==> config.mk <==
export PLATFORM = sky130hd
export DESIGN_NAME = hex_dvi_top
export DESIGN_NICKNAME = d
export VERILOG_FILES = /design/src/hex_video_pkg.sv /design/src/hex_dvi_top.sv /design/src/tmds_encoder.sv /design/src/hex_glyph_renderer.sv /design/src/hex_display_regs.sv /design/src/beam_timing.sv
export SDC_FILE = /design/constraint.sdc
export NUM_CORES = 1
export LEC_CHECK = 0
export ABC_AREA = 1
export BUFFER_PORTS_ARGS = -buffer_cell sky130_fd_sc_hd__buf_4
export CORE_AREA = 2 2 184 186
export CTS_CLUSTER_DIAMETER = 200
export CTS_CLUSTER_SIZE = 14
export DETAILED_ROUTE_END_ITERATION = 10
export DIE_AREA = 0 0 186 188
export PLACE_DENSITY_LB_ADDON = 0.15
export RECOVER_POWER = 100
export SYNTH_ARGS = -nofsm -noshare
export SYNTH_HDL_FRONTEND = slang
export SYNTH_SLANG_ARGS = --single-unit
==> constraint.sdc <==
create_clock -name clk_25mhz -period 5.7 [get_ports clk_25mhz]
set_clock_uncertainty 0.1 [all_clocks]
set_input_delay 0.285 -clock clk_25mhz [delete_from_list [all_inputs] [get_ports clk_25mhz]]
set_output_delay 0.285 -clock clk_25mhz [all_outputs]
set_load 0.005 [all_outputs]
==> src/hex_video_pkg.sv <==
`default_nettype none

package hex_video_pkg;

  // 640x480 at 60 Hz, syncs active low
  localparam logic [9:0] H_ACTIVE = 10'd640;
  localparam logic [9:0] H_FRONT  = 10'd16;
  localparam logic [9:0] H_SYNC   = 10'd96;
  localparam logic [9:0] H_BACK   = 10'd48;
  localparam logic [9:0] H_TOTAL  = H_ACTIVE + H_FRONT + H_SYNC + H_BACK;
  localparam logic [9:0] V_ACTIVE = 10'd480;
  localparam logic [9:0] V_FRONT  = 10'd10;
  localparam logic [9:0] V_SYNC   = 10'd2;
  localparam logic [9:0] V_BACK   = 10'd33;
  localparam logic [9:0] V_TOTAL  = V_ACTIVE + V_FRONT + V_SYNC + V_BACK;

  localparam int BUF_WORDS      = 8;
  localparam int DISPLAY_BITS   = BUF_WORDS * 32;
  localparam int DIGITS_PER_ROW = 32;

  // glyph rows top to bottom, bit 7 is the left column
  localparam logic [7:0] HEX_FONT [16][8] = '{
    '{8'h3C, 8'h66, 8'h6E, 8'h76, 8'h66, 8'h66, 8'h3C, 8'h00}, // 0
    '{8'h18, 8'h38, 8'h18, 8'h18, 8'h18, 8'h18, 8'h7E, 8'h00}, // 1
    '{8'h3C, 8'h66, 8'h06, 8'h0C, 8'h30, 8'h60, 8'h7E, 8'h00}, // 2
    '{8'h3C, 8'h66, 8'h06, 8'h1C, 8'h06, 8'h66, 8'h3C, 8'h00}, // 3
    '{8'h0C, 8'h1C, 8'h3C, 8'h6C, 8'h7E, 8'h0C, 8'h0C, 8'h00}, // 4
    '{8'h7E, 8'h60, 8'h7C, 8'h06, 8'h06, 8'h66, 8'h3C, 8'h00}, // 5
    '{8'h3C, 8'h60, 8'h7C, 8'h66, 8'h66, 8'h66, 8'h3C, 8'h00}, // 6
    '{8'h7E, 8'h06, 8'h0C, 8'h18, 8'h30, 8'h30, 8'h30, 8'h00}, // 7
    '{8'h3C, 8'h66, 8'h66, 8'h3C, 8'h66, 8'h66, 8'h3C, 8'h00}, // 8
    '{8'h3C, 8'h66, 8'h66, 8'h3E, 8'h06, 8'h0C, 8'h38, 8'h00}, // 9
    '{8'h18, 8'h3C, 8'h66, 8'h66, 8'h7E, 8'h66, 8'h66, 8'h00}, // a
    '{8'h7C, 8'h66, 8'h66, 8'h7C, 8'h66, 8'h66, 8'h7C, 8'h00}, // b
    '{8'h3C, 8'h66, 8'h60, 8'h60, 8'h60, 8'h66, 8'h3C, 8'h00}, // c
    '{8'h78, 8'h6C, 8'h66, 8'h66, 8'h66, 8'h6C, 8'h78, 8'h00}, // d
    '{8'h7E, 8'h60, 8'h60, 8'h7C, 8'h60, 8'h60, 8'h7E, 8'h00}, // e
    '{8'h7E, 8'h60, 8'h60, 8'h7C, 8'h60, 8'h60, 8'h60, 8'h00}  // f
  };

  // dvi control symbols, indexed by {c1, c0}
  localparam logic [9:0] TMDS_CTRL [4] = '{
    10'b1101010100, 10'b0010101011, 10'b0101010100, 10'b1010101011
  };

  typedef struct packed {
    logic        psel;
    logic        penable;
    logic        pwrite;
    logic [4:0]  paddr;   // byte address
    logic [31:0] pwdata;
  } apb_req_t;

  typedef struct packed {
    logic [31:0] prdata;
    logic        pready;
    logic        pslverr;
  } apb_rsp_t;

  typedef struct packed {
    logic [9:0] x;
    logic [9:0] y;
    logic       hsync_n;
    logic       vsync_n;
    logic       blank;
  } beam_t;

  typedef struct packed {
    logic [4:0] r;
    logic [5:0] g;
    logic [4:0] b;
  } rgb565_t;

  typedef struct packed {
    rgb565_t color;
    logic    hsync_n;
    logic    vsync_n;
    logic    blank;
  } pixel_t;

  typedef struct packed {
    logic [9:0] blue;
    logic [9:0] green;
    logic [9:0] red;
  } tmds_t;

endpackage

`default_nettype wire
==> src/hex_dvi_top.sv <==
`timescale 1ns/1ps
`default_nettype none

module hex_dvi_top #(
  parameter int          CELL_SCALE = 2,
  parameter logic [15:0] FG_COLOR   = 16'hFFFF   // white
) (
  input  wire logic                    clk_25mhz,
  input  wire logic                    arst_n,
  input  wire hex_video_pkg::apb_req_t apb_req,
  output hex_video_pkg::apb_rsp_t      apb_rsp,
  output hex_video_pkg::tmds_t         tmds
);

  hex_video_pkg::beam_t                  beam;
  hex_video_pkg::pixel_t                 pixel;
  logic [hex_video_pkg::DISPLAY_BITS-1:0] display;
  logic [7:0]                            blue_8;
  logic [7:0]                            green_8;
  logic [7:0]                            red_8;
  logic                                  de;

  beam_timing u_timing (
    .clk_25mhz (clk_25mhz),
    .arst_n    (arst_n),
    .beam      (beam)
  );

  hex_display_regs u_regs (
    .clk_25mhz (clk_25mhz),
    .arst_n    (arst_n),
    .apb_req   (apb_req),
    .apb_rsp   (apb_rsp),
    .display   (display)
  );

  hex_glyph_renderer #(
    .CELL_SCALE (CELL_SCALE),
    .FG_COLOR   (FG_COLOR)
  ) u_render (
    .clk_25mhz (clk_25mhz),
    .arst_n    (arst_n),
    .beam      (beam),
    .display   (display),
    .pixel     (pixel)
  );

  // rgb565 widened to 8 bits per channel by msb replication
  assign blue_8  = {pixel.color.b, pixel.color.b[4:2]};
  assign green_8 = {pixel.color.g, pixel.color.g[5:4]};
  assign red_8   = {pixel.color.r, pixel.color.r[4:2]};
  assign de      = ~pixel.blank;

  tmds_encoder u_enc_blue (
    .clk_25mhz (clk_25mhz),
    .arst_n    (arst_n),
    .data      (blue_8),
    .c0        (pixel.hsync_n),   // syncs ride on blue
    .c1        (pixel.vsync_n),
    .de        (de),
    .symbol    (tmds.blue)
  );

  tmds_encoder u_enc_green (
    .clk_25mhz (clk_25mhz),
    .arst_n    (arst_n),
    .data      (green_8),
    .c0        (1'b0),
    .c1        (1'b0),
    .de        (de),
    .symbol    (tmds.green)
  );

  tmds_encoder u_enc_red (
    .clk_25mhz (clk_25mhz),
    .arst_n    (arst_n),
    .data      (red_8),
    .c0        (1'b0),
    .c1        (1'b0),
    .de        (de),
    .symbol    (tmds.red)
  );

endmodule

`default_nettype wire

==> src/tmds_encoder.sv <==
`timescale 1ns/1ps
`default_nettype none

module tmds_encoder (
  input  wire logic       clk_25mhz,
  input  wire logic       arst_n,
  input  wire logic [7:0] data,
  input  wire logic       c0,
  input  wire logic       c1,
  input  wire logic       de,
  output logic      [9:0] symbol
);

  logic [3:0]        n1_d;
  logic              use_xnor;
  logic [8:0]        q_m;
  logic [3:0]        n1_q;
  logic signed [5:0] bal;         // ones minus zeros in q_m[7:0]
  logic signed [5:0] disparity;
  logic signed [5:0] disp_next;
  logic [9:0]        sym_next;

  // transition minimization
  always_comb
  begin
    n1_d     = 4'($countones(data));
    use_xnor = (n1_d > 4'd4) || (n1_d == 4'd4 && !data[0]);
    q_m[0]   = data[0];
    for (int i = 1; i < 8; i++)
    begin
      q_m[i] = use_xnor ? ~(q_m[i-1] ^ data[i]) : (q_m[i-1] ^ data[i]);
    end
    q_m[8] = ~use_xnor;
    n1_q   = 4'($countones(q_m[7:0]));
    bal    = $signed({1'b0, n1_q, 1'b0}) - 6'sd8;   // 2*n1 - 8
  end

  // dc balance
  always_comb
  begin
    if (disparity == 6'sd0 || bal == 6'sd0)
    begin
      sym_next  = {~q_m[8], q_m[8], q_m[8] ? q_m[7:0] : ~q_m[7:0]};
      disp_next = q_m[8] ? disparity + bal : disparity - bal;
    end
    else if ((disparity > 6'sd0 && bal > 6'sd0) || (disparity < 6'sd0 && bal < 6'sd0))
    begin
      // invert to pull the running count back toward zero
      sym_next  = {1'b1, q_m[8], ~q_m[7:0]};
      disp_next = disparity + (q_m[8] ? 6'sd2 : 6'sd0) - bal;
    end
    else
    begin
      sym_next  = {1'b0, q_m[8], q_m[7:0]};
      disp_next = disparity - (q_m[8] ? 6'sd0 : 6'sd2) + bal;
    end
  end

  always_ff @(posedge clk_25mhz or negedge arst_n)
  begin
    if (!arst_n)
    begin
      symbol    <= hex_video_pkg::TMDS_CTRL[3];   // syncs inactive
      disparity <= '0;
    end
    else if (!de)
    begin
      symbol    <= hex_video_pkg::TMDS_CTRL[{c1, c0}];
      disparity <= '0;   // control periods restart the balance
    end
    else
    begin
      symbol    <= sym_next;
      disparity <= disp_next;
    end
  end

endmodule

`default_nettype wire

==> src/hex_glyph_renderer.sv <==
`timescale 1ns/1ps
`default_nettype none

module hex_glyph_renderer #(
  parameter int          CELL_SCALE = 2,        // 1, 2 or 4
  parameter logic [15:0] FG_COLOR   = 16'hFFFF  // rgb565
) (
  input  wire logic                                 clk_25mhz,
  input  wire logic                                 arst_n,
  input  wire hex_video_pkg::beam_t                 beam,
  input  wire logic [hex_video_pkg::DISPLAY_BITS-1:0] display,
  output hex_video_pkg::pixel_t                     pixel
);

  localparam int SCALE_LOG2 = $clog2(CELL_SCALE);
  localparam int CELL_LOG2  = SCALE_LOG2 + 3;   // 8 font pixels per cell

  // stage 1 inputs
  logic [9:0] col;
  logic [9:0] text_row;
  logic [5:0] nib_idx;
  logic       in_text_next;

  // stage 1 registers
  hex_video_pkg::beam_t s1_beam;
  logic                 s1_in_text;
  logic [3:0]           s1_nibble;
  logic [2:0]           s1_font_row;
  logic [2:0]           s1_font_col;

  // stage 2 lookup
  logic [7:0] glyph_row;
  logic       font_bit;

  always_comb
  begin
    col      = beam.x >> CELL_LOG2;
    text_row = beam.y >> CELL_LOG2;
    // only 32 digit columns per row, the rest of the line stays dark
    in_text_next = !beam.blank && (text_row < 10'd2) &&
                   (col < 10'(hex_video_pkg::DIGITS_PER_ROW));
    // 31 - col is the bitwise inverse for a 5-bit column
    nib_idx = {text_row[0], ~col[4:0]};
  end

  always_ff @(posedge clk_25mhz or negedge arst_n)
  begin
    if (!arst_n)
    begin
      s1_beam.x       <= '0;
      s1_beam.y       <= '0;
      s1_beam.hsync_n <= 1'b1;
      s1_beam.vsync_n <= 1'b1;
      s1_beam.blank   <= 1'b1;
      s1_in_text      <= 1'b0;
    end
    else
    begin
      s1_beam    <= beam;
      s1_in_text <= in_text_next;
    end
  end

  // payload, qualified by s1_in_text
  always_ff @(posedge clk_25mhz)
  begin
    s1_nibble   <= display[{nib_idx, 2'b00} +: 4];
    s1_font_row <= beam.y[SCALE_LOG2 +: 3];
    s1_font_col <= beam.x[SCALE_LOG2 +: 3];
  end

  always_comb
  begin
    glyph_row = hex_video_pkg::HEX_FONT[s1_nibble][s1_font_row];
    font_bit  = glyph_row[~s1_font_col];   // bit 7 is leftmost
  end

  always_ff @(posedge clk_25mhz or negedge arst_n)
  begin
    if (!arst_n)
    begin
      pixel.color   <= '0;
      pixel.hsync_n <= 1'b1;
      pixel.vsync_n <= 1'b1;
      pixel.blank   <= 1'b1;
    end
    else
    begin
      if (s1_in_text && font_bit)
      begin
        pixel.color <= hex_video_pkg::rgb565_t'(FG_COLOR);
      end
      else
      begin
        pixel.color <= '0;   // background and blanking
      end
      pixel.hsync_n <= s1_beam.hsync_n;
      pixel.vsync_n <= s1_beam.vsync_n;
      pixel.blank   <= s1_beam.blank;
    end
  end

endmodule

`default_nettype wire

==> src/hex_display_regs.sv <==
`timescale 1ns/1ps
`default_nettype none

module hex_display_regs (
  input  wire logic                                   clk_25mhz,
  input  wire logic                                   arst_n,
  input  wire hex_video_pkg::apb_req_t                apb_req,
  output hex_video_pkg::apb_rsp_t                     apb_rsp,
  output logic [hex_video_pkg::DISPLAY_BITS-1:0]      display
);

  logic [31:0] words [hex_video_pkg::BUF_WORDS];
  logic [2:0]  word_sel;
  logic        aligned;
  logic        access;
  logic        wr_en;

  assign word_sel = apb_req.paddr[4:2];
  assign aligned  = (apb_req.paddr[1:0] == 2'b00);
  assign access   = apb_req.psel & apb_req.penable;
  assign wr_en    = access & apb_req.pwrite & aligned; // misaligned writes dropped

  always_ff @(posedge clk_25mhz or negedge arst_n)
  begin
    if (!arst_n)
    begin
      for (int i = 0; i < hex_video_pkg::BUF_WORDS; i++)
      begin
        words[i] <= '0;
      end
    end
    else if (wr_en)
    begin
      words[word_sel] <= apb_req.pwdata;
    end
  end

  // zero wait states
  always_comb
  begin
    apb_rsp.pready  = 1'b1;
    apb_rsp.pslverr = access & ~aligned;
    apb_rsp.prdata  = '0;
    if (apb_req.psel && !apb_req.pwrite && aligned)
    begin
      apb_rsp.prdata = words[word_sel];
    end
  end

  // word 0 sits in the low bits
  always_comb
  begin
    for (int i = 0; i < hex_video_pkg::BUF_WORDS; i++)
    begin
      display[32*i +: 32] = words[i];
    end
  end

endmodule

`default_nettype wire

==> src/beam_timing.sv <==
`timescale 1ns/1ps
`default_nettype none

module beam_timing (
  input  wire logic            clk_25mhz,
  input  wire logic            arst_n,
  output hex_video_pkg::beam_t beam
);

  localparam logic [9:0] HS_START = hex_video_pkg::H_ACTIVE + hex_video_pkg::H_FRONT;
  localparam logic [9:0] HS_END   = HS_START + hex_video_pkg::H_SYNC;
  localparam logic [9:0] VS_START = hex_video_pkg::V_ACTIVE + hex_video_pkg::V_FRONT;
  localparam logic [9:0] VS_END   = VS_START + hex_video_pkg::V_SYNC;

  logic [9:0] h_cnt;
  logic [9:0] v_cnt;
  logic       h_last;
  logic       v_last;
  logic       hsync_n_next;
  logic       vsync_n_next;
  logic       blank_next;

  assign h_last = (h_cnt == hex_video_pkg::H_TOTAL - 10'd1);
  assign v_last = (v_cnt == hex_video_pkg::V_TOTAL - 10'd1);

  // free running raster position
  always_ff @(posedge clk_25mhz or negedge arst_n)
  begin
    if (!arst_n)
    begin
      h_cnt <= '0;
      v_cnt <= '0;
    end
    else
    begin
      h_cnt <= h_last ? 10'd0 : h_cnt + 10'd1;
      if (h_last)
      begin
        v_cnt <= v_last ? 10'd0 : v_cnt + 10'd1;
      end
    end
  end

  // decoded from the same count that is registered below
  always_comb
  begin
    hsync_n_next = !(h_cnt >= HS_START && h_cnt < HS_END);
    vsync_n_next = !(v_cnt >= VS_START && v_cnt < VS_END);
    blank_next   = (h_cnt >= hex_video_pkg::H_ACTIVE) || (v_cnt >= hex_video_pkg::V_ACTIVE);
  end

  always_ff @(posedge clk_25mhz or negedge arst_n)
  begin
    if (!arst_n)
    begin
      beam.x       <= '0;
      beam.y       <= '0;
      beam.hsync_n <= 1'b1;
      beam.vsync_n <= 1'b1;
      beam.blank   <= 1'b1;   // dark until the first count is out
    end
    else
    begin
      beam.x       <= h_cnt;
      beam.y       <= v_cnt;
      beam.hsync_n <= hsync_n_next;
      beam.vsync_n <= vsync_n_next;
      beam.blank   <= blank_next;
    end
  end

endmodule

`default_nettype wire

==> metrics.txt, run 1 <==
outcome=finished with violations; failing checks=max-capacitance violations, max-slew violations; count of final hold-check violations=0; die width=186 um; cell family with most CP delay=buffers and inverters; CTS tree=yes; Post-CTS Resized=0; power share of the sequential group=47.7%; IO Count=106; vias in the first global route=15915; core area=approximately 33000 um^2; TritonCTS buffer count=28; post-synth net total=between 2000 and 2500; fraction of registers with async set/reset=97.1%; sw frac=31.2%; detailed-route wire length per cell=20.8 um; IO Port Bufs=104; global placement routability congestion=0.975; share of cells above drive strength 1=6.81%; via/cell ratio=6.09; critical path type=primary input to flip-flop; CP Launch Type=primary input; CTS clk-pin slew, worst paths=0.07 ns; RSZ-0062 raised after global routing=no; post-synthesis cell type count=between 40 and 50; die area=around 35000 um^2; sequential area share after synthesis=47.2%; PwrDens=308 nW/um^2; period utilization=72.6%; Detailed Routing Iterations Pass 1=6; non-filler cells, final=2752; setup TNS=0 ns; initial antenna violation count=2; crit end category=flip-flop; Initial Utilization=between 50 and 60%; deepest clock path buffer count=3; number of flops mapped to enable cells by yosys=0; prevailing post-synth register cell=dfrtp_1; GRT Total Usage=33.4%; worst skew pair latency=about 0.58 ns; Final Setup Violations=0; CTS sink cnt=341; Max stage delay cell, worst path=clkbuf_1; clock network fraction of design power=30.0%; Net Sw Power=0.00189 W; critical path cell sequence=clkbuf_1, inv_1, nor3_4, clkbuf_1, nand2_1, buf_4, nand2_1, o21ai_0; Starting DRT DRC Count=1916; vias post-DR=16765; leakage power total=8.97 nW; Required @ worst endpoint=6.00 ns; largest net degree at the start of global routing=approximately 160; max cap viols=9; WL final=57300 um; DRT antenna net count=0; WP buf/inv=4; Rel. slew slack=-86.5%; Post-Syn Instances=2262; detailed placer's ending HPWL=about 38000 um; Fill cells=about 3100; Yosys Warn Count=0; CP max FO=44; remaining global-route overflow=0; fin crit period=4.14 ns; maximum VDD drop=0.232 mV; Core Util, Final=59.5%; H-tree depth=1; combinational share of power=22.3%; Peak Freq=0.242 GHz; placed insts=2681; synthesized area=18000 um^2; Row Count=67; number of synthesized register bits=341; arrival time at the worst endpoint=around 4.4 ns; # diodes=0; detailed-route DRC error count=0; Crit path largest cell delay=1.74 ns; Mapped Avg Cell Area=7.96 um^2; Die Ht=~190 um; hold crit path type=primary input to flip-flop; area grow syn2layout=9.36%; Int Power=around 0.0042 W; first-pass GRT wire length=91200 um; fin nets=between 2000 and 2500; Slew @ Worst Pin=2.80 ns; Final Max Slew Viols=452; root buffer cell=clkbuf_16
==> final cells by class <==
class	count	area, um^2	share of cell area, %
repair buffers	145	1070	5.44
multi-input cells	1599	8120	41.2
inverters	167	627	3.18
clock buffers	50	783	3.98
well taps	448	561	2.85
flip-flops and latches	341	8510	43.2
clock inverters	2	27.5	0.140
==> placed cells by master, fill, tap and decap left out, drive strengths merged, types with 3 or more instances in the layout <==
cell type    synthesis  layout
o211ai              14      14
dfrtp              316     316
nand4               10      10
dfxtp               10      10
dlygate4sd3          0      19
nand2              528     528
inv                165     165
o22ai               46      46
nor3                11      11
xor2                14      14
and3                 6       6
a211oi               5       5
dfstp               15      15
o221ai              10      10
clkbuf              82     120
a31o                 3       3
nand3               69      69
o21a                 3       3
o21ai              470     470
a31oi                7       7
a22oi               35      35
nor2               172     172
buf                 73      56
fa                   6       6
a221oi              26      26
nor4                 4       4
a41oi               22      22
a21oi               74      74
a22o                11      11
clkinv               2       4
ha                  39      39
==> layer usage <==
layer / vias to the layer above / part of all wire [%] / track usage [%]
li1: 7690 / - / -
met4: 2 / 4.7 / 12.4
met2: 892 / 44 / 50.4
met1: 8007 / 42 / 47.9
met3: 174 / 9.6 / 6.08
met5: - / 0.023 / 0
==> synthesized netlist by cell type (8+ instances only) <==
library cell,n,area share [%]
a21oi_1,74,2.1
a221oi_1,26,1.3
a22o_1,11,0.53
a22oi_1,35,1.5
a41oi_1,22,1.1
buf_2,40,1.1
buf_4,29,1.2
clkbuf_1,82,1.7
dfrtp_1,316,44
dfstp_2,15,2.2
dfxtp_1,10,1.1
ha_1,39,2.7
inv_1,160,3.3
nand2_1,520,11
nand2_2,8,0.28
nand3_1,69,1.9
nand4_1,10,0.35
nor2_1,171,3.6
nor3_1,8,0.22
o211ai_1,14,0.58
o21ai_0,463,13
o221ai_1,10,0.49
o22ai_1,46,1.6
xor2_1,14,0.68
==> metrics by stage <==
step	worst slack, ns	power [W]	cell area (um^2)	hold WS, ns
2_1_floorplan	3.39	0.00385	18000	-0.111
3_3_place_gp	2.65	0.00423	18800	0.229
3_5_place_dp	2.62	0.00430	18800	0.227
4_1_cts	2.60	0.00613	19800	0.000184
5_1_grt	1.26	0.00644	19700	0.0321
6_report	1.56	0.00607	19700	0.00678
==> final timing paths <==
kind,from,slack (ns),end,cells after the start
setup reg to reg,u_timing.beam[17]$_DFF_PN0_,1.57,u_render.s1_nibble[1]$_DFF_P_,12
setup / recovery,apb_req[35],1.56,u_regs.display[213]$_DFFE_PN0P_,8
min in group asynchronous,arst_n,0.21,u_enc_green.disparity[2]$_DFFE_PN0P_,2
hold reg to reg,u_timing.beam[16]$_DFF_PN0_,0.24,u_render.s1_font_col[2]$_DFF_P_,0
max in group asynchronous,arst_n,2.76,u_regs.display[50]$_DFFE_PN0P_,3
hold / removal,apb_req[31],0.007,u_regs.display[31]$_DFFE_PN0P_,3
==> registers in the layout (all words and copies together) (netlist names), 3 cells and up <==
name / cells
u_enc_green.symbol: 3
u_enc_red.symbol: 4
u_render.s1_font_col: 3
u_render.pixel: 4
u_render.s1_beam: 3
u_enc_red.disparity: 5
u_regs.display: 256
u_render.s1_font_row: 3
u_timing.beam: 21
u_enc_blue.symbol: 4
u_render.s1_nibble: 4
u_timing.v_cnt: 10
u_enc_green.disparity: 5
u_timing.h_cnt: 10
u_enc_blue.disparity: 5
==> logic make-up (layout without fill, tap and decap cells) <==
group / after synthesis / count (layout) / share of synthesized area, %
simple gates: 806 / 806 / 18.0
other cells: 1 / 1 / 0.0208
compound gates: 731 / 731 / 23.1
buf+inv: 322 / 364 / 7.59
flops: 341 / 341 / 47.2
xor+xnor: 16 / 16 / 0.778
fa+ha+maj: 45 / 45 / 3.38
==> power by group through the flow <==
stage / Sequential, W / Combinational (W) / Clock (W)
5_1_grt: 0.00292 / 0.00156 / 0.00195
3_3_place_gp: 0.00293 / 0.00130 / 0
4_1_cts: 0.00289 / 0.00138 / 0.00186
3_5_place_dp: 0.00293 / 0.00136 / 0
2_1_floorplan: 0.00287 / 0.000983 / 0
6_report: 0.00289 / 0.00135 / 0.00182
==> timing repair <==
item / 4_1_cts / 5_1_grt
setup buffers: 0 / 0
hold buffers: 19 / 0
hold endpoints to repair: 173 / 0
==> tightest hold or removal path, stage by stage <==
cell and delay [ns]:
buf_4 0.08, inv_1 0.11, o21ai_0 0.17
Power figures use the tool's default switching activity.
==> run 2: changes to the inputs <==
--- a/config.mk
+++ b/config.mk
@@ -5,7 +5,7 @@
 export SDC_FILE = /design/constraint.sdc
 export NUM_CORES = 1
 export LEC_CHECK = 0
-export ABC_AREA = 1
+export ABC_AREA = 0
 export BUFFER_PORTS_ARGS = -buffer_cell sky130_fd_sc_hd__buf_4
 export CORE_AREA = 2 2 184 186
 export CTS_CLUSTER_DIAMETER = 200
==> constraint.sdc (replaced) <==
create_clock -name clk_25mhz -period 3.92 [get_ports clk_25mhz]
set_clock_uncertainty 0.1 [all_clocks]
set_input_delay 0.196 -clock clk_25mhz [delete_from_list [all_inputs] [get_ports clk_25mhz]]
set_output_delay 0.196 -clock clk_25mhz [all_outputs]
set_load 0.005 [all_outputs]
==> run 2 against run 1 <==
Net effect:
- critical endpoint is now apb_rsp[8]
- flip-flop and latch count stayed put
- largest cell class is now multi-input gates
- largest power group unchanged
- the run still ends with max-capacitance violations, max-slew violations left
- critical path depth fell by 1
- register-to-register slack got worse by 0.93 ns
- critical path type is now primary input to primary output
- wire length shrank 16%
- synthesized cell count decreased by 38%
==> metrics.txt, run 2 <==
Fill cells=2706; most frequent cells in the layout=dfrtp_1, mux2_2, mux4_2; synth top area cells=dfrtp_1, mux2_2, mux4_2; number of synthesized register bits=~340; max cap viols=8; share of cells above drive strength 1=between 30% and 40%; cell family with most CP delay=buffers and inverters; RR Startpoint=u_timing.beam[18]$_DFF_PN0_; deepest clock path buffer count=3; hold crit path type=primary input to async pin; critical path type=primary input to primary output; WP buf/inv=3; detailed placer's ending HPWL=32400 um; critical path cell sequence=buf_4, nor3b_1, clkbuf_1, a22o_1, a221oi_1, a31oi_1, clkbuf_4; failing checks=max-capacitance violations, max-slew violations; combinational share of power=23.8%; first-pass GRT wire length=76500 um; largest net degree at the start of global routing=between 100 and 150; sequential area share after synthesis=a little under half; root buffer cell=clkbuf_16; number of flops mapped to enable cells by yosys=0; via/cell ratio=approximately 6.5; detailed-route DRC error count=0; Row Count=67; Synth area leader=dfrtp_1; PwrDens=446 nW/um^2; overall power=about 0.009 W; post-synth net total=1480; RR Endpoint=u_render.s1_nibble[2]$_DFF_P_; Rel. slew slack=-51.4%; Starting DRT DRC Count=1136; TritonCTS buffer count=28; Core Util, Final=about three fifths; fraction of registers with async set/reset=a little over nine tenths; vias in the first global route=13256; CP max FO=33; core area=roughly 33000 um^2; IO Port Bufs=104; commonest non-fill, non-tap cell in the layout=dfrtp_1; prevailing post-synth register cell=dfrtp_1; Yosys top cell area share=between 40 and 50%; outcome=finished with violations; synthesized area=18000 um^2; Int Power=0.00634 W; Max stage delay cell, worst path=clkbuf_1; Final Setup Violations=0; IO Count=approximately 110; count leader, synth=dfrtp_1; power share of the sequential group=47.0%; Final Max Slew Viols=approximately 310; Required @ worst endpoint=3.62 ns; Mapped Avg Cell Area=12.9 um^2; remaining global-route overflow=0; DRT antenna net count=0; die area=35000 um^2; Yosys Warn Count=0; global placement routability congestion=~0.94; count of final hold-check violations=0; Post-Syn Instances=1393; maximum VDD drop=0.352 mV; Slew @ Worst Pin=2.27 ns; RSZ-0062 raised after global routing=no; sw frac=29.4%; post-synthesis cell type count=65; leakage power total=~9 nW; GRT Total Usage=28.4%; R2R Setup Slk=0.64 ns; top cells by count, synth=dfrtp_1, mux2_2, mux4_2; area grow syn2layout=12.0%; Net Sw Power=0.00264 W; CTS clk-pin slew, worst paths=0.07 ns; crit end category=primary output; die width=186 um; CTS sink cnt=between 300 and 400; WL final=48400 um; setup TNS=0 ns; number of flip-flops in the largest register=around 260; Detailed Routing Iterations Pass 1=5; CP Launch Type=primary input; detailed-route wire length per cell=24.7 um; CTS tree=yes; H-tree depth=1; fin crit period=3.49 ns; Crit path largest cell delay=about 1.6 ns; Die Ht=188 um; worst skew pair latency=0.56 ns; R2R depth=4; Initial Utilization=54.3%; period utilization=89.0%; Peak Freq=0.287 GHz; # diodes=0; vias post-DR=between 10000 and 15000; clock network fraction of design power=just under 30%; setup bufs post-CTS=0; Post-CTS Resized=0; fin nets=1575; arrival time at the worst endpoint=3.19 ns; initial antenna violation count=0
==> run 2: logic make-up (layout without fill, tap and decap cells) <==
group                    Yosys count  after routing  share of synthesized area, %
buffers and inverters            148            265                          3.77
XOR/XNOR                          29             29                          1.41
AO/OA/AOI/OAI                    282            282                          11.4
adder cells (fa/ha/maj)           45             45                          3.38
flip-flops                       341            341                          47.3
AND/OR/NAND/NOR                  194            194                          5.59
multiplexers                     353            353                          27.1
other                              1              1                        0.0209
==> run 2: power by group through the flow <==
stage,sequential [W],clock [W],combinational (W)
CTS,0.00423,0.00267,0.00219
floorplan,0.00418,0,0.00161
finish,0.00423,0.00262,0.00214
global placement,0.00428,0,0.00210
global route,0.00428,0.00281,0.00241
detailed placement,0.00429,0,0.00215
==> run 2: worst max path at each step <==
stage	from	to	slack (ns)	depth (start not counted)
6_report	apb_req[35]	apb_rsp[8]	0.43	7
5_1_grt	apb_req[36]	u_regs.display[149]$_DFFE_PN0P_	0.41	6
3_5_place_dp	u_render.s1_nibble[1]$_DFF_P_	u_render.pixel[6]$_DFF_PN0_	1.03	7
2_1_floorplan	u_render.s1_nibble[1]$_DFF_P_	u_render.pixel[6]$_DFF_PN0_	1.36	9
4_1_cts	u_render.s1_nibble[1]$_DFF_P_	u_render.pixel[6]$_DFF_PN0_	1.01	7
3_3_place_gp	u_render.s1_nibble[1]$_DFF_P_	u_render.pixel[6]$_DFF_PN0_	1.19	7
==> run 2: area by class of cell <==
class                           count  area (um^2)  area share [%]
Clock inverter                      2         27.5           0.137
Clock buffer                       50          783            3.89
Multi-Input combinational cell    904         8800            43.7
Sequential cell                   341         8510            42.2
Timing Repair Buffer              175         1320            6.53
Tap cell                          448          561            2.78
Inverter                           38          143           0.708
==> run 2: per-layer routing <==
metal / track usage [%] / vias up / routed length, um
met5: 0 / - / 0
met4: 14.1 / 0 / 2540
met3: 4.54 / 132 / 3600
met2: 45.2 / 626 / 23000
met1: 38.1 / 6553 / 19300
li1: - / 5497 / -
==> run 2: repair_timing <==
action                                  CTS  global route
hold buffers                             33             0
endpoints found under the setup margin    0             0
hold endpoints to repair                363             0
==> run 2: through the flow <==
| stage | cells | setup WS, ns | cell area, um^2 | hold slack, ns |
|---|---|---|---|---|
| after CTS | 1958 | 1.01 | 20300 | 0.244 |
| after global placement | 1873 | 1.19 | 19100 | 0.228 |
| after global routing | 1958 | 0.414 | 20100 | 0.247 |
| after floorplan | 1393 | 1.36 | 18000 | -0.200 |
| final | 1958 | 0.433 | 20100 | 0.208 |
| after detailed placement | 1873 | 1.03 | 19100 | 0.234 |
==> run 3: changes to the inputs <==
--- a/config.mk
+++ b/config.mk
@@ -13,7 +13,7 @@
 export DETAILED_ROUTE_END_ITERATION = 10
 export DIE_AREA = 0 0 186 188
 export PLACE_DENSITY_LB_ADDON = 0.15
-export RECOVER_POWER = 100
+export RECOVER_POWER = 25
 export SYNTH_ARGS = -nofsm -noshare
 export SYNTH_HDL_FRONTEND = slang
 export SYNTH_SLANG_ARGS = --single-unit
==> run 3 against run 2 <==
Net effect:
- the flow still finishes with violations (max-capacitance violations, max-slew violations)
- largest cell class unchanged
- cell count stayed put
- wire length is 0.59% higher
- sequential power barely moved
- total power grew 0.33%
- first-iteration DRC count about the same
- clock power hardly changed
==> metrics.txt, run 3 (same netlist as run 2, synthesis figures left out) <==
clock network fraction of design power=approximately 29%; number of flip-flops in the largest register=256; GRT Total Usage=28.4%; PwrDens=445 nW/um^2; largest net degree at the start of global routing=122; outcome=finished with violations; remaining global-route overflow=0; core area=33100 um^2; Required @ worst endpoint=4.31 ns; CP Launch Type=flip-flop; non-filler cells, final=around 2000; most frequent cells in the layout=dfrtp_1, mux2_2, buf_4; worst skew pair latency=0.56 ns; combinational share of power=24.0%; CTS tree=yes; Int Power=0.00637 W; commonest non-fill, non-tap cell in the layout=dfrtp_1; global placement routability congestion=around 0.94; setup TNS=0 ns; R2R Setup Slk=0.99 ns; Detailed Routing Iterations Pass 1=5; Starting DRT DRC Count=1135; fin nets=1575; RR Endpoint=u_render.pixel[6]$_DFF_PN0_; hold crit path type=primary input to async pin; crit end category=flip-flop; fin crit period=2.93 ns; Row Count=67; detailed placer's ending HPWL=32400 um; leakage power total=9.14 nW; initial antenna violation count=0; arrival time at the worst endpoint=between 3 and 4 ns; detailed-route wire length per cell=24.9 um; power share of the sequential group=a little under half; root buffer cell=clkbuf_16; Final Max Slew Viols=66; die width=186 um; count of final hold-check violations=0; detailed-route DRC error count=0; Die Ht=about 190 um; deepest clock path buffer count=3; placed insts=1873; Crit path largest cell delay=0.67 ns; sw frac=slightly below 30%; Max stage delay cell, worst path=dfxtp_1; die area=about 35000 um^2; Slew @ Worst Pin=1.64 ns; Fill cells=approximately 2700; RR Startpoint=u_render.s1_nibble[1]$_DFF_P_; critical path cell sequence=inv_1, ha_1, nor3b_1, a21oi_1, o31a_1, a2111oi_0, o311a_1; R2R depth=7; failing checks=max-capacitance violations, max-slew violations; via/cell ratio=between 6 and 7; IO Port Bufs=104; vias post-DR=12820; cell family with most CP delay=compound AO/OA/AOI/OAI gates; setup bufs post-CTS=0; CTS clk-pin slew, worst paths=0.07 ns; Initial Utilization=54.3%; DRT antenna net count=0; WL final=48700 um; critical path type=flip-flop to flip-flop; # diodes=0; Peak Freq=about 0.34 GHz; TritonCTS buffer count=28; RSZ-0062 raised after global routing=no; vias in the first global route=13256; Final Setup Violations=0; maximum VDD drop=0.353 mV; CTS sink cnt=341; share of cells above drive strength 1=between 30% and 40%; Rel. slew slack=-9.57%; WP buf/inv=1; max cap viols=1; first-pass GRT wire length=~77000 um; Net Sw Power=0.00264 W; period utilization=74.6%; area grow syn2layout=12.7%; CP max FO=14; IO Count=106; H-tree depth=1
[run 3: cell types whose count changed in the layout (fill, tap and decap cells not counted), moves of 2 or more]
cell,before,now
nor3b_2,1,3
buf_4,62,125
and2_0,2,0
and2_1,2,4
clkbuf_4,50,10
nor3b_1,5,3
clkbuf_2,3,1
clkbuf_1,47,25
dfstp_2,10,13
dfstp_1,5,2
[run 3: worst max path at each step]
stage,cells past startpoint,to,startpoint
final,7,u_render.pixel[6]$_DFF_PN0_,u_render.s1_nibble[1]$_DFF_P_
after global routing,7,u_render.pixel[6]$_DFF_PN0_,u_render.s1_nibble[1]$_DFF_P_
after CTS,7,u_render.pixel[6]$_DFF_PN0_,u_render.s1_nibble[1]$_DFF_P_
after detailed placement,7,u_render.pixel[6]$_DFF_PN0_,u_render.s1_nibble[1]$_DFF_P_
after global placement,7,u_render.pixel[6]$_DFF_PN0_,u_render.s1_nibble[1]$_DFF_P_
after floorplan,9,u_render.pixel[6]$_DFF_PN0_,u_render.s1_nibble[1]$_DFF_P_
[run 3: power groups by stage]
stage / registers [W] / logic, W / clock network (W)
6_report: 0.00424 / 0.00217 / 0.00261
2_1_floorplan: 0.00418 / 0.00161 / 0
3_3_place_gp: 0.00428 / 0.00210 / 0
4_1_cts: 0.00423 / 0.00219 / 0.00267
5_1_grt: 0.00428 / 0.00244 / 0.00281
3_5_place_dp: 0.00429 / 0.00215 / 0
[run 3: timing repair]
item | CTS | global route
endpoints found under the hold margin | 363 | 0
resized for setup | 0 | 0
hold buffers | 33 | 0
[run 3: metal layers]
metal | share of wire, % | vias to the layer above | track usage, % | routed length (um)
li1 | - | 5505 | - | -
met1 | 40 | 6545 | 38.1 | 19500
met3 | 7.3 | 139 | 4.54 | 3570
met4 | 5.4 | 0 | 14.1 | 2620
met2 | 47 | 631 | 45.2 | 23000
met5 | 0 | - | 0 | 0
[run 3: final cells by class]
class	count	area [um^2]	share of cell area, %
clock buffer	50	783	3.87
clock inverter	2	27.5	0.136
inverter	38	143	0.704
multi-input combinational	904	8820	43.5
sequential	341	8510	42.0
tap	448	561	2.77
timing repair buffer	175	1420	6.99
[run 3: metrics by stage]
stage	power (W)	util, %	hold slack (ns)	instance area [um^2]	worst slack (ns)
detailed placement	0.00645	57.8	0.234	19100	1.03
global placement	0.00638	57.8	0.228	19100	1.19
global route	0.00953	61.2	0.247	20300	0.751
CTS	0.00909	61.3	0.244	20300	1.01
finish	0.00901	61.2	0.215	20300	0.994
floorplan	0.00578	-	-0.200	18000	1.36
